File: src/common/cache_pkg.sv
`default_nettype none

package cache_pkg;

	localparam int ADDR_W  = 8;
	localparam int DATA_W  = 16;
	localparam int ENTRIES = 8;
	localparam int IDX_W   = $clog2(ENTRIES);
	localparam int AGE_W   = 4;

	typedef logic [ADDR_W-1:0] addr_t;
	typedef logic [DATA_W-1:0] data_t;
	typedef logic [IDX_W-1:0]  idx_t;
	typedef logic [AGE_W-1:0]  age_t;

	localparam age_t AGE_MAX = '1; // a freshly touched entry is the most recently used

	typedef enum logic {
		OP_READ,
		OP_WRITE
	} op_e;

	// request sequencing in the miss controller
	typedef enum logic [2:0] {
		ST_IDLE,
		ST_LOOKUP,
		ST_SEARCH,
		ST_EVICT,
		ST_FETCH,
		ST_RESP
	} ctrl_state_e;

endpackage

`default_nettype wire

File: src/common/entry_bus_if.sv
`timescale 1ns/1ns
`default_nettype none

// link between the miss controller and the entry array
interface entry_bus;

	logic               fill;      // one-cycle write strobe
	cache_pkg::idx_t    fill_idx;
	cache_pkg::addr_t   fill_tag;
	cache_pkg::data_t   fill_data;
	cache_pkg::addr_t   look_tag;  // lookup results follow this combinationally
	logic               hit;
	cache_pkg::idx_t    hit_idx;
	logic               has_empty;
	cache_pkg::idx_t    empty_idx;
	cache_pkg::idx_t    rd_idx;
	cache_pkg::addr_t   rd_tag;
	cache_pkg::data_t   rd_data;
	logic               rd_valid;

	modport ctrl (
		output fill, fill_idx, fill_tag, fill_data, look_tag, rd_idx,
		input  hit, hit_idx, has_empty, empty_idx, rd_tag, rd_data, rd_valid
	);

	modport store (
		input  fill, fill_idx, fill_tag, fill_data, look_tag, rd_idx,
		output hit, hit_idx, has_empty, empty_idx, rd_tag, rd_data, rd_valid
	);

endinterface

`default_nettype wire

File: src/cache_store/entry_array.sv
`timescale 1ns/1ns
`default_nettype none

module entry_array (
	input logic      clk,
	input logic      rst_n,
	entry_bus.store  bus
);

	logic [cache_pkg::ENTRIES-1:0] valid;
	cache_pkg::addr_t              tags  [cache_pkg::ENTRIES];
	cache_pkg::data_t              words [cache_pkg::ENTRIES];
	logic [cache_pkg::ENTRIES-1:0] match;
	cache_pkg::idx_t               hit_idx;
	cache_pkg::idx_t               empty_idx;

	// valid bits mark which tags and words are in use
	always_ff @(posedge clk) begin
		if (!rst_n) begin
			valid <= '0;
		end else if (bus.fill) begin
			valid[bus.fill_idx] <= 1'b1;
		end
	end

	always_ff @(posedge clk) begin
		if (bus.fill) begin
			tags[bus.fill_idx]  <= bus.fill_tag;
			words[bus.fill_idx] <= bus.fill_data;
		end
	end

	// every entry compares its own tag in parallel
	always_comb begin
		for (int i = 0; i < cache_pkg::ENTRIES; i++) begin
			match[i] = valid[i] && (tags[i] == bus.look_tag);
		end
	end

	// walking downwards leaves the lowest index as the winner
	always_comb begin
		hit_idx   = '0;
		empty_idx = '0;
		for (int i = cache_pkg::ENTRIES - 1; i >= 0; i--) begin
			if (match[i]) hit_idx = cache_pkg::idx_t'(i);
			if (!valid[i]) empty_idx = cache_pkg::idx_t'(i); // lowest free slot gets the next fill
		end
	end

	assign bus.hit       = |match;
	assign bus.hit_idx   = hit_idx;
	assign bus.has_empty = ~&valid;
	assign bus.empty_idx = empty_idx;

	assign bus.rd_tag   = tags[bus.rd_idx];
	assign bus.rd_data  = words[bus.rd_idx];
	assign bus.rd_valid = valid[bus.rd_idx];

	// the controller must never allocate a second entry for a tag already present
	a_single_match: assert property (@(posedge clk) disable iff (!rst_n) $onehot0(match))
		else $error("ERR match=%h look_tag=%h", match, bus.look_tag);

endmodule

`default_nettype wire

File: src/cache_store/age_timers.sv
`timescale 1ns/1ns
`default_nettype none

module age_timers (
	input  logic                                        clk,
	input  logic                                        rst_n,
	input  logic                                        tick,
	input  logic                                        touch,
	input  cache_pkg::idx_t                             touch_idx,
	input  logic                                        fill,
	input  cache_pkg::idx_t                             fill_idx,
	output cache_pkg::age_t [cache_pkg::ENTRIES-1:0]    ages,
	output logic [cache_pkg::ENTRIES-1:0]               valid
);

	always_ff @(posedge clk) begin
		if (!rst_n) begin
			ages  <= '0;
			valid <= '0;
		end else begin
			for (int i = 0; i < cache_pkg::ENTRIES; i++) begin
				if (touch && touch_idx == cache_pkg::idx_t'(i)) begin
					ages[i] <= cache_pkg::AGE_MAX; // touch wins over the tick for its own entry
				end else if (tick && valid[i] && ages[i] != '0) begin
					ages[i] <= ages[i] - cache_pkg::age_t'(1); // saturates at zero
				end
			end
			if (fill) valid[fill_idx] <= 1'b1; // invalid entries never age
		end
	end

endmodule

`default_nettype wire

File: src/hdl/victim_scan.sv
`timescale 1ns/1ns
`default_nettype none

module victim_scan (
	input  logic                                     clk,
	input  logic                                     rst_n,
	input  logic                                     start,
	input  cache_pkg::age_t [cache_pkg::ENTRIES-1:0] ages,
	input  logic [cache_pkg::ENTRIES-1:0]            valid,
	output logic                                     done,
	output cache_pkg::idx_t                          victim_idx
);

	logic            busy;
	logic            found; // something has been kept since start
	cache_pkg::idx_t scan_idx;
	cache_pkg::age_t best_age;
	cache_pkg::age_t cur_age;
	logic            take;
	logic            last;

	assign cur_age = ages[scan_idx];

	// strictly smaller only, so ties stay with the lower index
	assign take = valid[scan_idx] && (!found || cur_age < best_age);

	// an age of zero cannot be beaten, no need to look further
	assign last = (take && cur_age == '0) ||
		(scan_idx == cache_pkg::idx_t'(cache_pkg::ENTRIES - 1));

	always_ff @(posedge clk) begin
		if (!rst_n) begin
			busy  <= 1'b0;
			found <= 1'b0;
			done  <= 1'b0;
		end else begin
			done <= 1'b0;
			if (start) begin
				busy  <= 1'b1;
				found <= 1'b0;
			end else if (busy) begin
				if (take) found <= 1'b1;
				if (last) begin
					busy <= 1'b0;
					done <= 1'b1;
				end
			end
		end
	end

	always_ff @(posedge clk) begin
		if (start) begin
			scan_idx <= '0;
		end else if (busy) begin
			scan_idx <= scan_idx + cache_pkg::idx_t'(1); // one entry per cycle
			if (take) begin
				best_age   <= cur_age;
				victim_idx <= scan_idx;
			end
		end
	end

	a_done_pulse: assert property (@(posedge clk) disable iff (!rst_n) done |=> !done)
		else $error("ERR done=%h victim_idx=%h", done, victim_idx);

endmodule

`default_nettype wire

File: src/hdl/miss_control.sv
`timescale 1ns/1ns
`default_nettype none

module miss_control (
	input  logic               clk,
	input  logic               rst_n,
	input  logic               req_valid,
	input  cache_pkg::op_e     req_op,
	input  cache_pkg::addr_t   req_addr,
	input  cache_pkg::data_t   req_wdata,
	input  logic               scan_done,
	input  cache_pkg::idx_t    victim_idx,
	input  logic               evict_ack,
	input  logic               fetch_valid,
	input  cache_pkg::data_t   fetch_data,
	output logic               ready,
	output logic               resp_valid,
	output cache_pkg::data_t   resp_rdata,
	output logic               scan_start,
	output logic               tick,
	output logic               touch,
	output cache_pkg::idx_t    touch_idx,
	output logic               evict_valid,
	output cache_pkg::addr_t   evict_addr,
	output cache_pkg::data_t   evict_data,
	output logic               fetch_req,
	output cache_pkg::addr_t   fetch_addr,
	entry_bus.ctrl             bus
);

	cache_pkg::ctrl_state_e state, state_d;
	cache_pkg::op_e         op_q;
	cache_pkg::addr_t       addr_q;
	cache_pkg::data_t       wdata_q;
	cache_pkg::idx_t        idx_q;       // entry the current request works on
	cache_pkg::idx_t        target_idx;
	cache_pkg::data_t       fill_data;
	logic                   alloc;       // the target entry is free for the new tag
	logic                   fill;

	assign ready      = (state == cache_pkg::ST_IDLE);
	assign resp_valid = (state == cache_pkg::ST_RESP);
	assign tick       = ready && req_valid; // ages step once per accepted request

	always_comb begin
		case (state)
			cache_pkg::ST_LOOKUP: target_idx = bus.hit ? bus.hit_idx : bus.empty_idx;
			cache_pkg::ST_SEARCH: target_idx = victim_idx;
			default:              target_idx = idx_q;
		endcase
	end

	assign fill_data = (state == cache_pkg::ST_FETCH) ? fetch_data : wdata_q;

	always_comb begin
		state_d    = state;
		alloc      = 1'b0;
		fill       = 1'b0;
		scan_start = 1'b0;
		case (state)
			cache_pkg::ST_IDLE: if (req_valid) state_d = cache_pkg::ST_LOOKUP;
			cache_pkg::ST_LOOKUP: begin
				if (bus.hit) begin
					fill    = (op_q == cache_pkg::OP_WRITE); // write hit refreshes the word
					state_d = cache_pkg::ST_RESP;
				end else if (bus.has_empty) begin
					alloc = 1'b1;
				end else begin
					scan_start = 1'b1;
					state_d    = cache_pkg::ST_SEARCH;
				end
			end
			cache_pkg::ST_SEARCH: begin
				if (scan_done) begin
					if (bus.rd_valid) state_d = cache_pkg::ST_EVICT;
					else alloc = 1'b1;
				end
			end
			cache_pkg::ST_EVICT: if (evict_ack) alloc = 1'b1;
			cache_pkg::ST_FETCH: begin
				if (fetch_valid) begin
					fill    = 1'b1;
					state_d = cache_pkg::ST_RESP;
				end
			end
			cache_pkg::ST_RESP: state_d = cache_pkg::ST_IDLE;
			default: state_d = cache_pkg::ST_IDLE;
		endcase
		// a write needs no fetch, the word arrives with the request
		if (alloc) begin
			if (op_q == cache_pkg::OP_WRITE) begin
				fill    = 1'b1;
				state_d = cache_pkg::ST_RESP;
			end else begin
				state_d = cache_pkg::ST_FETCH;
			end
		end
	end

	assign touch     = fill || (state == cache_pkg::ST_LOOKUP && bus.hit);
	assign touch_idx = target_idx;

	assign bus.fill      = fill;
	assign bus.fill_idx  = target_idx;
	assign bus.fill_tag  = addr_q;
	assign bus.fill_data = fill_data;
	assign bus.look_tag  = addr_q;
	assign bus.rd_idx    = target_idx;

	// the victim entry is left alone until the ack, so the indexed read stays stable
	assign evict_valid = (state == cache_pkg::ST_EVICT);
	assign evict_addr  = bus.rd_tag;
	assign evict_data  = bus.rd_data;
	assign fetch_addr  = addr_q;

	always_ff @(posedge clk) begin
		if (!rst_n) begin
			state     <= cache_pkg::ST_IDLE;
			fetch_req <= 1'b0;
		end else begin
			state     <= state_d;
			fetch_req <= alloc && (op_q == cache_pkg::OP_READ); // first cycle of ST_FETCH
		end
	end

	always_ff @(posedge clk) begin
		if (tick) begin
			op_q    <= req_op;
			addr_q  <= req_addr;
			wdata_q <= req_wdata;
		end
		idx_q <= target_idx;
		if (fill) resp_rdata <= fill_data;
		else if (state == cache_pkg::ST_LOOKUP && bus.hit) resp_rdata <= bus.rd_data;
	end

	a_evict_fetch_apart: assert property (@(posedge clk) disable iff (!rst_n)
		!(fetch_req && evict_valid))
		else $error("ERR fetch_req=%h evict_valid=%h", fetch_req, evict_valid);

	a_evict_hold: assert property (@(posedge clk) disable iff (!rst_n)
		evict_valid && !evict_ack |=> evict_valid && $stable(evict_addr))
		else $error("ERR evict_addr=%h evict_valid=%h", evict_addr, evict_valid);

endmodule

`default_nettype wire

File: src/hdl/assoc_cache.sv
`timescale 1ns/1ns
`default_nettype none

module assoc_cache (
	input  logic               clk,
	input  logic               rst_n,
	input  logic               req_valid,
	input  cache_pkg::op_e     req_op,
	input  cache_pkg::addr_t   req_addr,
	input  cache_pkg::data_t   req_wdata,
	input  logic               evict_ack,
	input  logic               fetch_valid,
	input  cache_pkg::data_t   fetch_data,
	output logic               ready,
	output logic               resp_valid,
	output cache_pkg::data_t   resp_rdata,
	output logic               evict_valid,
	output cache_pkg::addr_t   evict_addr,
	output cache_pkg::data_t   evict_data,
	output logic               fetch_req,
	output cache_pkg::addr_t   fetch_addr
);

	logic                                     tick;
	logic                                     touch;
	cache_pkg::idx_t                          touch_idx;
	cache_pkg::age_t [cache_pkg::ENTRIES-1:0] ages;
	logic [cache_pkg::ENTRIES-1:0]            age_valid;
	logic                                     scan_start;
	logic                                     scan_done;
	cache_pkg::idx_t                          victim_idx;

	entry_bus ebus ();

	// lookup stage
	entry_array u_entry_array (
		.clk   (clk),
		.rst_n (rst_n),
		.bus   (ebus.store)
	);

	age_timers u_age_timers (
		.clk       (clk),
		.rst_n     (rst_n),
		.tick      (tick),
		.touch     (touch),
		.touch_idx (touch_idx),
		.fill      (ebus.fill),
		.fill_idx  (ebus.fill_idx),
		.ages      (ages),
		.valid     (age_valid)
	);

	// victim search, only started when every entry is taken
	victim_scan u_victim_scan (
		.clk        (clk),
		.rst_n      (rst_n),
		.start      (scan_start),
		.ages       (ages),
		.valid      (age_valid),
		.done       (scan_done),
		.victim_idx (victim_idx)
	);

	miss_control u_miss_control (
		.clk         (clk),
		.rst_n       (rst_n),
		.req_valid   (req_valid),
		.req_op      (req_op),
		.req_addr    (req_addr),
		.req_wdata   (req_wdata),
		.scan_done   (scan_done),
		.victim_idx  (victim_idx),
		.evict_ack   (evict_ack),
		.fetch_valid (fetch_valid),
		.fetch_data  (fetch_data),
		.ready       (ready),
		.resp_valid  (resp_valid),
		.resp_rdata  (resp_rdata),
		.scan_start  (scan_start),
		.tick        (tick),
		.touch       (touch),
		.touch_idx   (touch_idx),
		.evict_valid (evict_valid),
		.evict_addr  (evict_addr),
		.evict_data  (evict_data),
		.fetch_req   (fetch_req),
		.fetch_addr  (fetch_addr),
		.bus         (ebus.ctrl)
	);

endmodule

`default_nettype wire

File: config.mk
export PLATFORM = sky130hd
export DESIGN_NAME = assoc_cache
export DESIGN_NICKNAME = d
export VERILOG_FILES = /design/src/common/cache_pkg.sv /design/src/common/entry_bus_if.sv /design/src/cache_store/entry_array.sv /design/src/cache_store/age_timers.sv /design/src/hdl/victim_scan.sv /design/src/hdl/miss_control.sv /design/src/hdl/assoc_cache.sv
export SDC_FILE = /design/constraint.sdc
export NUM_CORES = 1
export LEC_CHECK = 0
export ABC_AREA = 1
export BUFFER_PORTS_ARGS = -buffer_cell sky130_fd_sc_hd__buf_2
export CAP_MARGIN = 20
export CELL_PAD_IN_SITES_DETAIL_PLACEMENT = 1
export CELL_PAD_IN_SITES_GLOBAL_PLACEMENT = 2
export CORE_MARGIN = 5
export CORE_UTILIZATION = 42
export DETAILED_ROUTE_END_ITERATION = 6
export GPL_ROUTABILITY_DRIVEN = 0
export PLACE_DENSITY = 0.94
export SLEW_MARGIN = 15
export SYNTH_ARGS = -nofsm -noshare
export SYNTH_HDL_FRONTEND = slang
export SYNTH_SLANG_ARGS = --single-unit
File: constraint.sdc
create_clock -name clk -period 6.1 [get_ports clk]
set_clock_uncertainty 0.15 [all_clocks]
set_input_delay 0.305 -clock clk [delete_from_list [all_inputs] [get_ports clk]]
set_output_delay 0.305 -clock clk [all_outputs]
set_load 0.02 [all_outputs]
==> results of run 1 <==
-- metrics by stage --
stage	power (mW)	area, um2	util (%)	hold slack (ns)	instances
floorplan	5.38	13900	-	0.254	1434
global placement	6.66	14900	45.6	0.293	1942
detailed placement	6.76	14900	45.6	0.299	1942
CTS	8.79	16200	49.7	0.0453	2029
global route	9.25	16200	49.7	0.0642	2029
finish	8.73	16200	49.7	0.0548	2029
-- flip-flops by register name (all words and copies together) (netlist names) --
name,flops
u_victim_scan.victim_idx,3
u_miss_control.state,3
u_age_timers.ages,32
u_entry_array.words,128
u_victim_scan.busy,1
u_entry_array.valid,8
u_age_timers.valid,8
u_entry_array.tags,64
u_victim_scan.done,1
u_victim_scan.best_age,4
u_miss_control.idx_q,3
u_miss_control.bus.fill_tag,8
u_miss_control.op_q,1
u_victim_scan.scan_idx,3
u_miss_control.resp_rdata,16
u_miss_control.wdata_q,16
u_miss_control.fetch_req,1
u_victim_scan.found,1
-- power by group --
group          leakage (nW)  switching, mW  total (mW)  internal (mW)
registers              2.67          0.160        2.84           2.68
logic                  3.19           2.85        3.91           1.05
clock network         0.534          0.839        1.98           1.14
-- worst max-delay path, stage by stage, from the launching register on --
cell	delay, ns
edfxtp_1	0.78
inv_1	0.21
nor2_1	0.26
nor2_1	0.07
nand2_1	0.09
nor2_1	0.05
nand3_1	0.09
nand2_1	0.11
nor2_4	0.15
nand2_2	0.08
nand2_4	0.11
inv_1	0.07
nand2_1	0.08
nand4_2	0.10
nand2_4	0.14
nand2_2	0.24
inv_2	0.64
buf_4	0.30
a22oi_1	0.11
o221ai_1	0.14
nand2_1	0.07
o21ai_0	0.10
buf_2	0.20
-- cells in the mapped netlist (10+ instances only) --
| cell | number |
|---|---|
| edfxtp_1 | 240 |
| ha_1 | 13 |
| inv_2 | 10 |
| nand3_1 | 23 |
| inv_1 | 154 |
| dfxtp_1 | 61 |
| nor3_1 | 11 |
| buf_2 | 21 |
| a22oi_1 | 20 |
| clkbuf_1 | 15 |
| nand4_1 | 34 |
| a21oi_1 | 79 |
| a31oi_1 | 17 |
| xor2_1 | 33 |
| nand2_1 | 454 |
| o21ai_0 | 38 |
| nor2_1 | 96 |
-- what timing repair did --
action,in CTS,in global routing
gates resized for setup,0,0
hold endpoints to repair,27,0
hold buffers,26,0
-- per-layer routing --
| layer | track usage, % | wire, um | up-vias |
|---|---|---|---|
| met5 | 0 | 0 | - |
| met4 | 7.05 | 1100 | 0 |
| met3 | 3.64 | 2220 | 71 |
| met2 | 41.8 | 21600 | 326 |
| met1 | 28.6 | 17600 | 5431 |
| li1 | - | - | 5098 |
-- cell type report --
cell class / instances / area, um2
flip-flops and latches: 301 / 8430
repair buffers: 140 / 886
well taps: 442 / 553
multi-input cells: 918 / 4630
fillers: 3679 / 16400
clock buffers: 45 / 943
inverters: 167 / 629
clock inverters: 16 / 143
-- kinds of logic (layout without fill, tap and decap cells) --
| group | count (synthesis) | after routing | share of synthesized area, % |
|---|---|---|---|
| compound gates | 212 | 212 | 9.67 |
| xor+xnor | 38 | 38 | 2.39 |
| buf+inv | 215 | 368 | 6.40 |
| fa+ha+maj | 13 | 13 | 1.17 |
| flops | 301 | 301 | 60.5 |
| simple gates | 655 | 655 | 19.9 |
-- worst paths after layout --
| path | endpoint | cells after the start |
|---|---|---|
| setup / recovery | evict_addr[1] | 22 |
| hold / removal | u_miss_control.state[1] | 4 |
| setup reg to reg | u_entry_array.words[5][1] | 21 |
| hold reg to reg | u_victim_scan.found | 2 |
==> run_results.csv, run 1 <==
group,metric,value,unit
critical_path,crit_start,"u_miss_control.bus.fill_tag[2]",
route,drc_errors,0,
timing,period_needed,5.23,ns
grt,overflow,0,
finish,layout_commonest_cell,"nand2_1",
floorplan,num_io_pins,98,
critical_path,critPathLaunchType,"register",
grt,grt_pass1_vias,11710,
floorplan,die_h,192,um
synth,synthTopCellsByArea,"edfxtp_1 52%, nand2_1 12%, dfxtp_1 8.8%",
timing,setup_slack,0.873,ns
min_path,min-delay-start,"evict_ack",
route,drt_first_pass_iters,5,
synth,synth-async-reset-ratio,0,%
timing,drv_slew,0,
timing,worstMarginPinSlew,1.08,ns
route,totalWireLength,42600,um
critical_path,critPathKind,"reg2out",
finish,diodes,0,
route,vias,10926,
synth,synth_edf_count,240,
timing,relSlewSlack,28.0,%
power_and_ir_drop,irDropWorstVdd,0.000453,V
synth,yosys.area.top_type,"edfxtp_1",
clocking,cts_made_buffers,35,
run_status,status,"completed",
grt,grtUsageTotal,23.2,%
synth,synth_warnings,0,
floorplan,initial_utilization,42.7,%
floorplan,core.rowCount,66,
placement,io_buffers,97,
power_and_ir_drop,cellPowerDensity,539,nW/um2
placement,dp_hpwl,28100,um
synth,synth_cells,1434,
synth,synth_ff_type,"edfxtp_1",
min_path,min_path_type,"in2reg",
synth,synth_top_area_share,51.7,%
timing,hold_violations,0,
synth,syn_nets,1493,
finish,area_growth,16.3,%
critical_path,crit_path_max_fanout,35,
floorplan,die-area,36900,um2
grt,grt_pass1_wl,65600,um
timing,setup_viol,0,
placement,place_ws,1.43,ns
synth,synth-seq-cells,301,
clocking,cts_tree,"built",
clocking,postCtsSetupBuffers,0,
synth,synth.distinct_cells,53,
finish,drive_above_1_share,13.7,%
timing,rsz0062_at_grt,"no",
critical_path,required,5.64,ns
critical_path,cp-end-kind,"primary output",
finish,num-nets-final,1622,
synth,ys_seq_area_share,60.5,%
clocking,worstSkewPairLatency,0.53,ns
timing,period_share,85.7,%
finish,layout_common_cells,"454 x nand2_1, 240 x edfxtp_1, 154 x inv_1",
clocking,htreeDepth,2,
power_and_ir_drop,p_leak,6.40,nW
run,maxCapViolCount,0,
floorplan,core,32600,um2
critical_path,r2r_slack,1.33,ns
clocking,cts.clk_slew.worst_paths,0.06,ns
grt,grt_max_degree,54,
grt,antenna_found_initial,0,
synth,syn_avg_cell_area,9.72,um2
clocking,clockBufferDepth,3,
timing,max_freq,191,MHz
route,drt-initial-drc-count,709,
route,ant_nets,0,
route,routedWlPerCell,21.0,um
route,viasPerCell,5.38,
critical_path,rr_startpoint,"u_miss_control.bus.fill_tag[5]",
timing,final.setup.tns,0,ns
clocking,cts_root_buf,"clkbuf_16",
clocking,cts_sinks,301,
critical_path,cp_data_arrival_time,4.77,ns
floorplan,die_w,192,um
synth,syn_area,13900,um2
Note: power is estimated with default switching activity, not from simulation.
==> run 2, diff against run 1 <==
- CORE_MARGIN: 5 -> 4
- TNS_END_PERCENT: default -> 20
==> run 2 against run 1 <==
Net effect:
- global-route usage increased by 1.2 points
- worst setup slack lost 0.096 ns
- hold slack gained 0.020 ns
- flip-flop and latch count did not move
- wire length is 3.6% higher
- sequential power hardly changed
- combinational power up 1%
- die area decreased by 2.1%
==> run_results.csv, run 2 (synthesis results as in run 1) <==
group,metric,value,unit
run_status,status,"completed",
route,drt_first_pass_iters,7,
critical_path,cp-end-kind,"primary output",
critical_path,critPathKind,"reg2out",
floorplan,die_h,190,um
power_and_ir_drop,p_comb_share,44.7,%
finish,regArea,8430,um2
grt,grt_pass1_wl,68200,um
power_and_ir_drop,cellPowerDensity,544,nW/um2
critical_path,slowest_stage,"edfxtp_1",
finish,layout_common_cells,"454 x nand2_1, 240 x edfxtp_1, 154 x inv_1",
finish,final_util,49.8,%
floorplan,num_io_pins,98,
floorplan,die-area,36200,um2
timing,period_share,87.3,%
power_and_ir_drop,seq_power_share,32.3,%
finish,diodes,0,
clocking,cts_made_buffers,34,
finish,multi_input_area,4640,um2
finish,top_regs,"u_entry_array.words (128), u_entry_array.tags (64), u_age_timers.ages (32)",
floorplan,core.rowCount,66,
route,drt-initial-drc-count,722,
timing,rsz0062_at_grt,"no",
placement,io_buffers,97,
clocking,cts_resized,0,
critical_path,crit_path_max_fanout,41,
power_and_ir_drop,swShare,44.5,%
finish,fillers,3670,
grt,grt_max_degree,54,
grt,overflow,0,
clocking,cts_tree,"built",
power_and_ir_drop,total_power,8.84,mW
floorplan,core,32600,um2
timing,max_freq,188,MHz
finish,layout_commonest_cell,"nand2_1",
min_path,min_path_type,"in2reg",
clocking,cts_sinks,301,
power_and_ir_drop,irDropWorstVdd,0.000347,V
finish,drive_above_1_share,13.6,%
critical_path,cp_common_cell,"nand2_1",
power_and_ir_drop,switchingPower,3.93,mW
timing,period_needed,5.32,ns
floorplan,initial_utilization,42.7,%
timing,relSlewSlack,29.4,%
clocking,cts_root_buf,"clkbuf_16",
critical_path,required,5.64,ns
timing,worstMarginPinSlew,1.06,ns
grt,antenna_found_initial,0,
route,viasPerCell,5.46,
critical_path,cp_slowest_stage_delay,0.80,ns
grt,grt_pass1_vias,12004,
power_and_ir_drop,p_leak,6.41,nW
route,vias,11081,
finish,top_register,"u_entry_array.words",
placement,dp.cells,1941,
finish,area_growth,16.6,%
critical_path,r2r_slack,1.23,ns
finish,num-nets-final,1620,
placement,dp_hpwl,28700,um
critical_path,critPathLaunchType,"register",
clocking,cts.clk_slew.worst_paths,0.06,ns
finish,fin_area,16300,um2
route,drc_errors,0,
route,ant_nets,0,
timing,setup_viol,0,
clocking,htreeDepth,2,
timing,final.setup.tns,0,ns
timing,drv_slew,0,
floorplan,die_w,190,um
finish,largest_register_ffs,128,
power_and_ir_drop,p_int,4.91,mW
clocking,clockBufferDepth,3,
run,maxCapViolCount,0,
critical_path,cp_data_arrival_time,4.87,ns
route,routedWlPerCell,21.8,um
clocking,worstSkewPairLatency,0.54,ns
route,totalWireLength,44100,um
timing,hold_violations,0,
power_and_ir_drop,pwr-share-clk,23.0,%
critical_path,path_cells,"inv_2 -> nand2_1 -> nand2_1 -> inv_1 -> nand2_1 -> nor2_1 -> nand3_2 -> nand2_1 -> nor2_2 -> nand3_1 -> inv_1 -> nand2_1 -> nand4_2 -> nand2_4 -> nand2_2 -> inv_2 -> a22oi_1 -> a31oi_1 -> buf_2",
finish,final_cells,2029,
placement,post_dp_cell_area,14900,um2
grt,grtUsageTotal,24.3,%
run 2: cell count changes in the layout (fill, tap and decap cells not counted), moves of 2 or more:
cell       before  now
clkinv_1        7   12
clkbuf_1        7    3
buf_4          16   13
buf_12          1    3
bufinv_16       1    3
clkbuf_8        3    1
run 2: through the flow:
stage | setup slack (ns) | hold slack, ns
6_report | 0.777 | 0.0748
5_1_grt | 0.516 | 0.0558
4_1_cts | 0.799 | 0.0558
3_5_place_dp | 1.33 | 0.299
3_3_place_gp | 1.48 | 0.292
2_1_floorplan | 2.38 | 0.254
run 2: worst paths after layout:
| check | startpoint | cells past startpoint | to |
|---|---|---|---|
| min | evict_ack | 4 | u_miss_control.state[1] |
| max reg2reg | u_miss_control.bus.fill_tag[1] | 27 | u_entry_array.tags[4][6] |
| max | u_miss_control.bus.fill_tag[1] | 19 | evict_data[4] |
| min reg2reg | u_victim_scan.found | 2 | u_victim_scan.found |
run 2: power by group through the flow:
stage                     logic, mW  registers [mW]  clock network (mW)
after floorplan                2.51            2.87                   0
after global placement         3.78            2.87                   0
after detailed placement       3.89            2.89                   0
after CTS                      3.96            2.85                2.07
after global routing           4.28            2.88                2.16
final                          3.95            2.85                2.04
run 2: worst max-delay path: cells and delay by family (launching register included):
kind                   cells  cell delay [ns]
AOI/OAI and AO/OA          2             0.60
and+or+nand+nor           12             1.50
DFF                        1             0.80
buffers and inverters      5             1.39
run 2: what timing repair did:
item                                   CTS  global route
endpoints found under the hold margin   27             0
hold buffers                            26             0
buffers inserted                         0             0
run 2: area by class of cell:
class	instances	area share (%)
Inverter	167	3.87
Multi-Input combinational cell	918	28.5
Sequential cell	301	51.8
Clock buffer	38	5.39
Tap cell	442	3.40
Clock inverter	24	1.43
Timing Repair Buffer	139	5.56
run 2: metal layers:
| metal | routed length (um) | track usage, % | vias to the layer above | share of wire [%] |
|---|---|---|---|---|
| li1 | - | - | 5084 | - |
| met3 | 2460 | 3.82 | 96 | 5.6 |
| met2 | 22100 | 43.3 | 376 | 50 |
| met1 | 18300 | 30.6 | 5525 | 42 |
| met5 | 0 | 0 | - | 0 |
| met4 | 1230 | 7.57 | 0 | 2.8 |
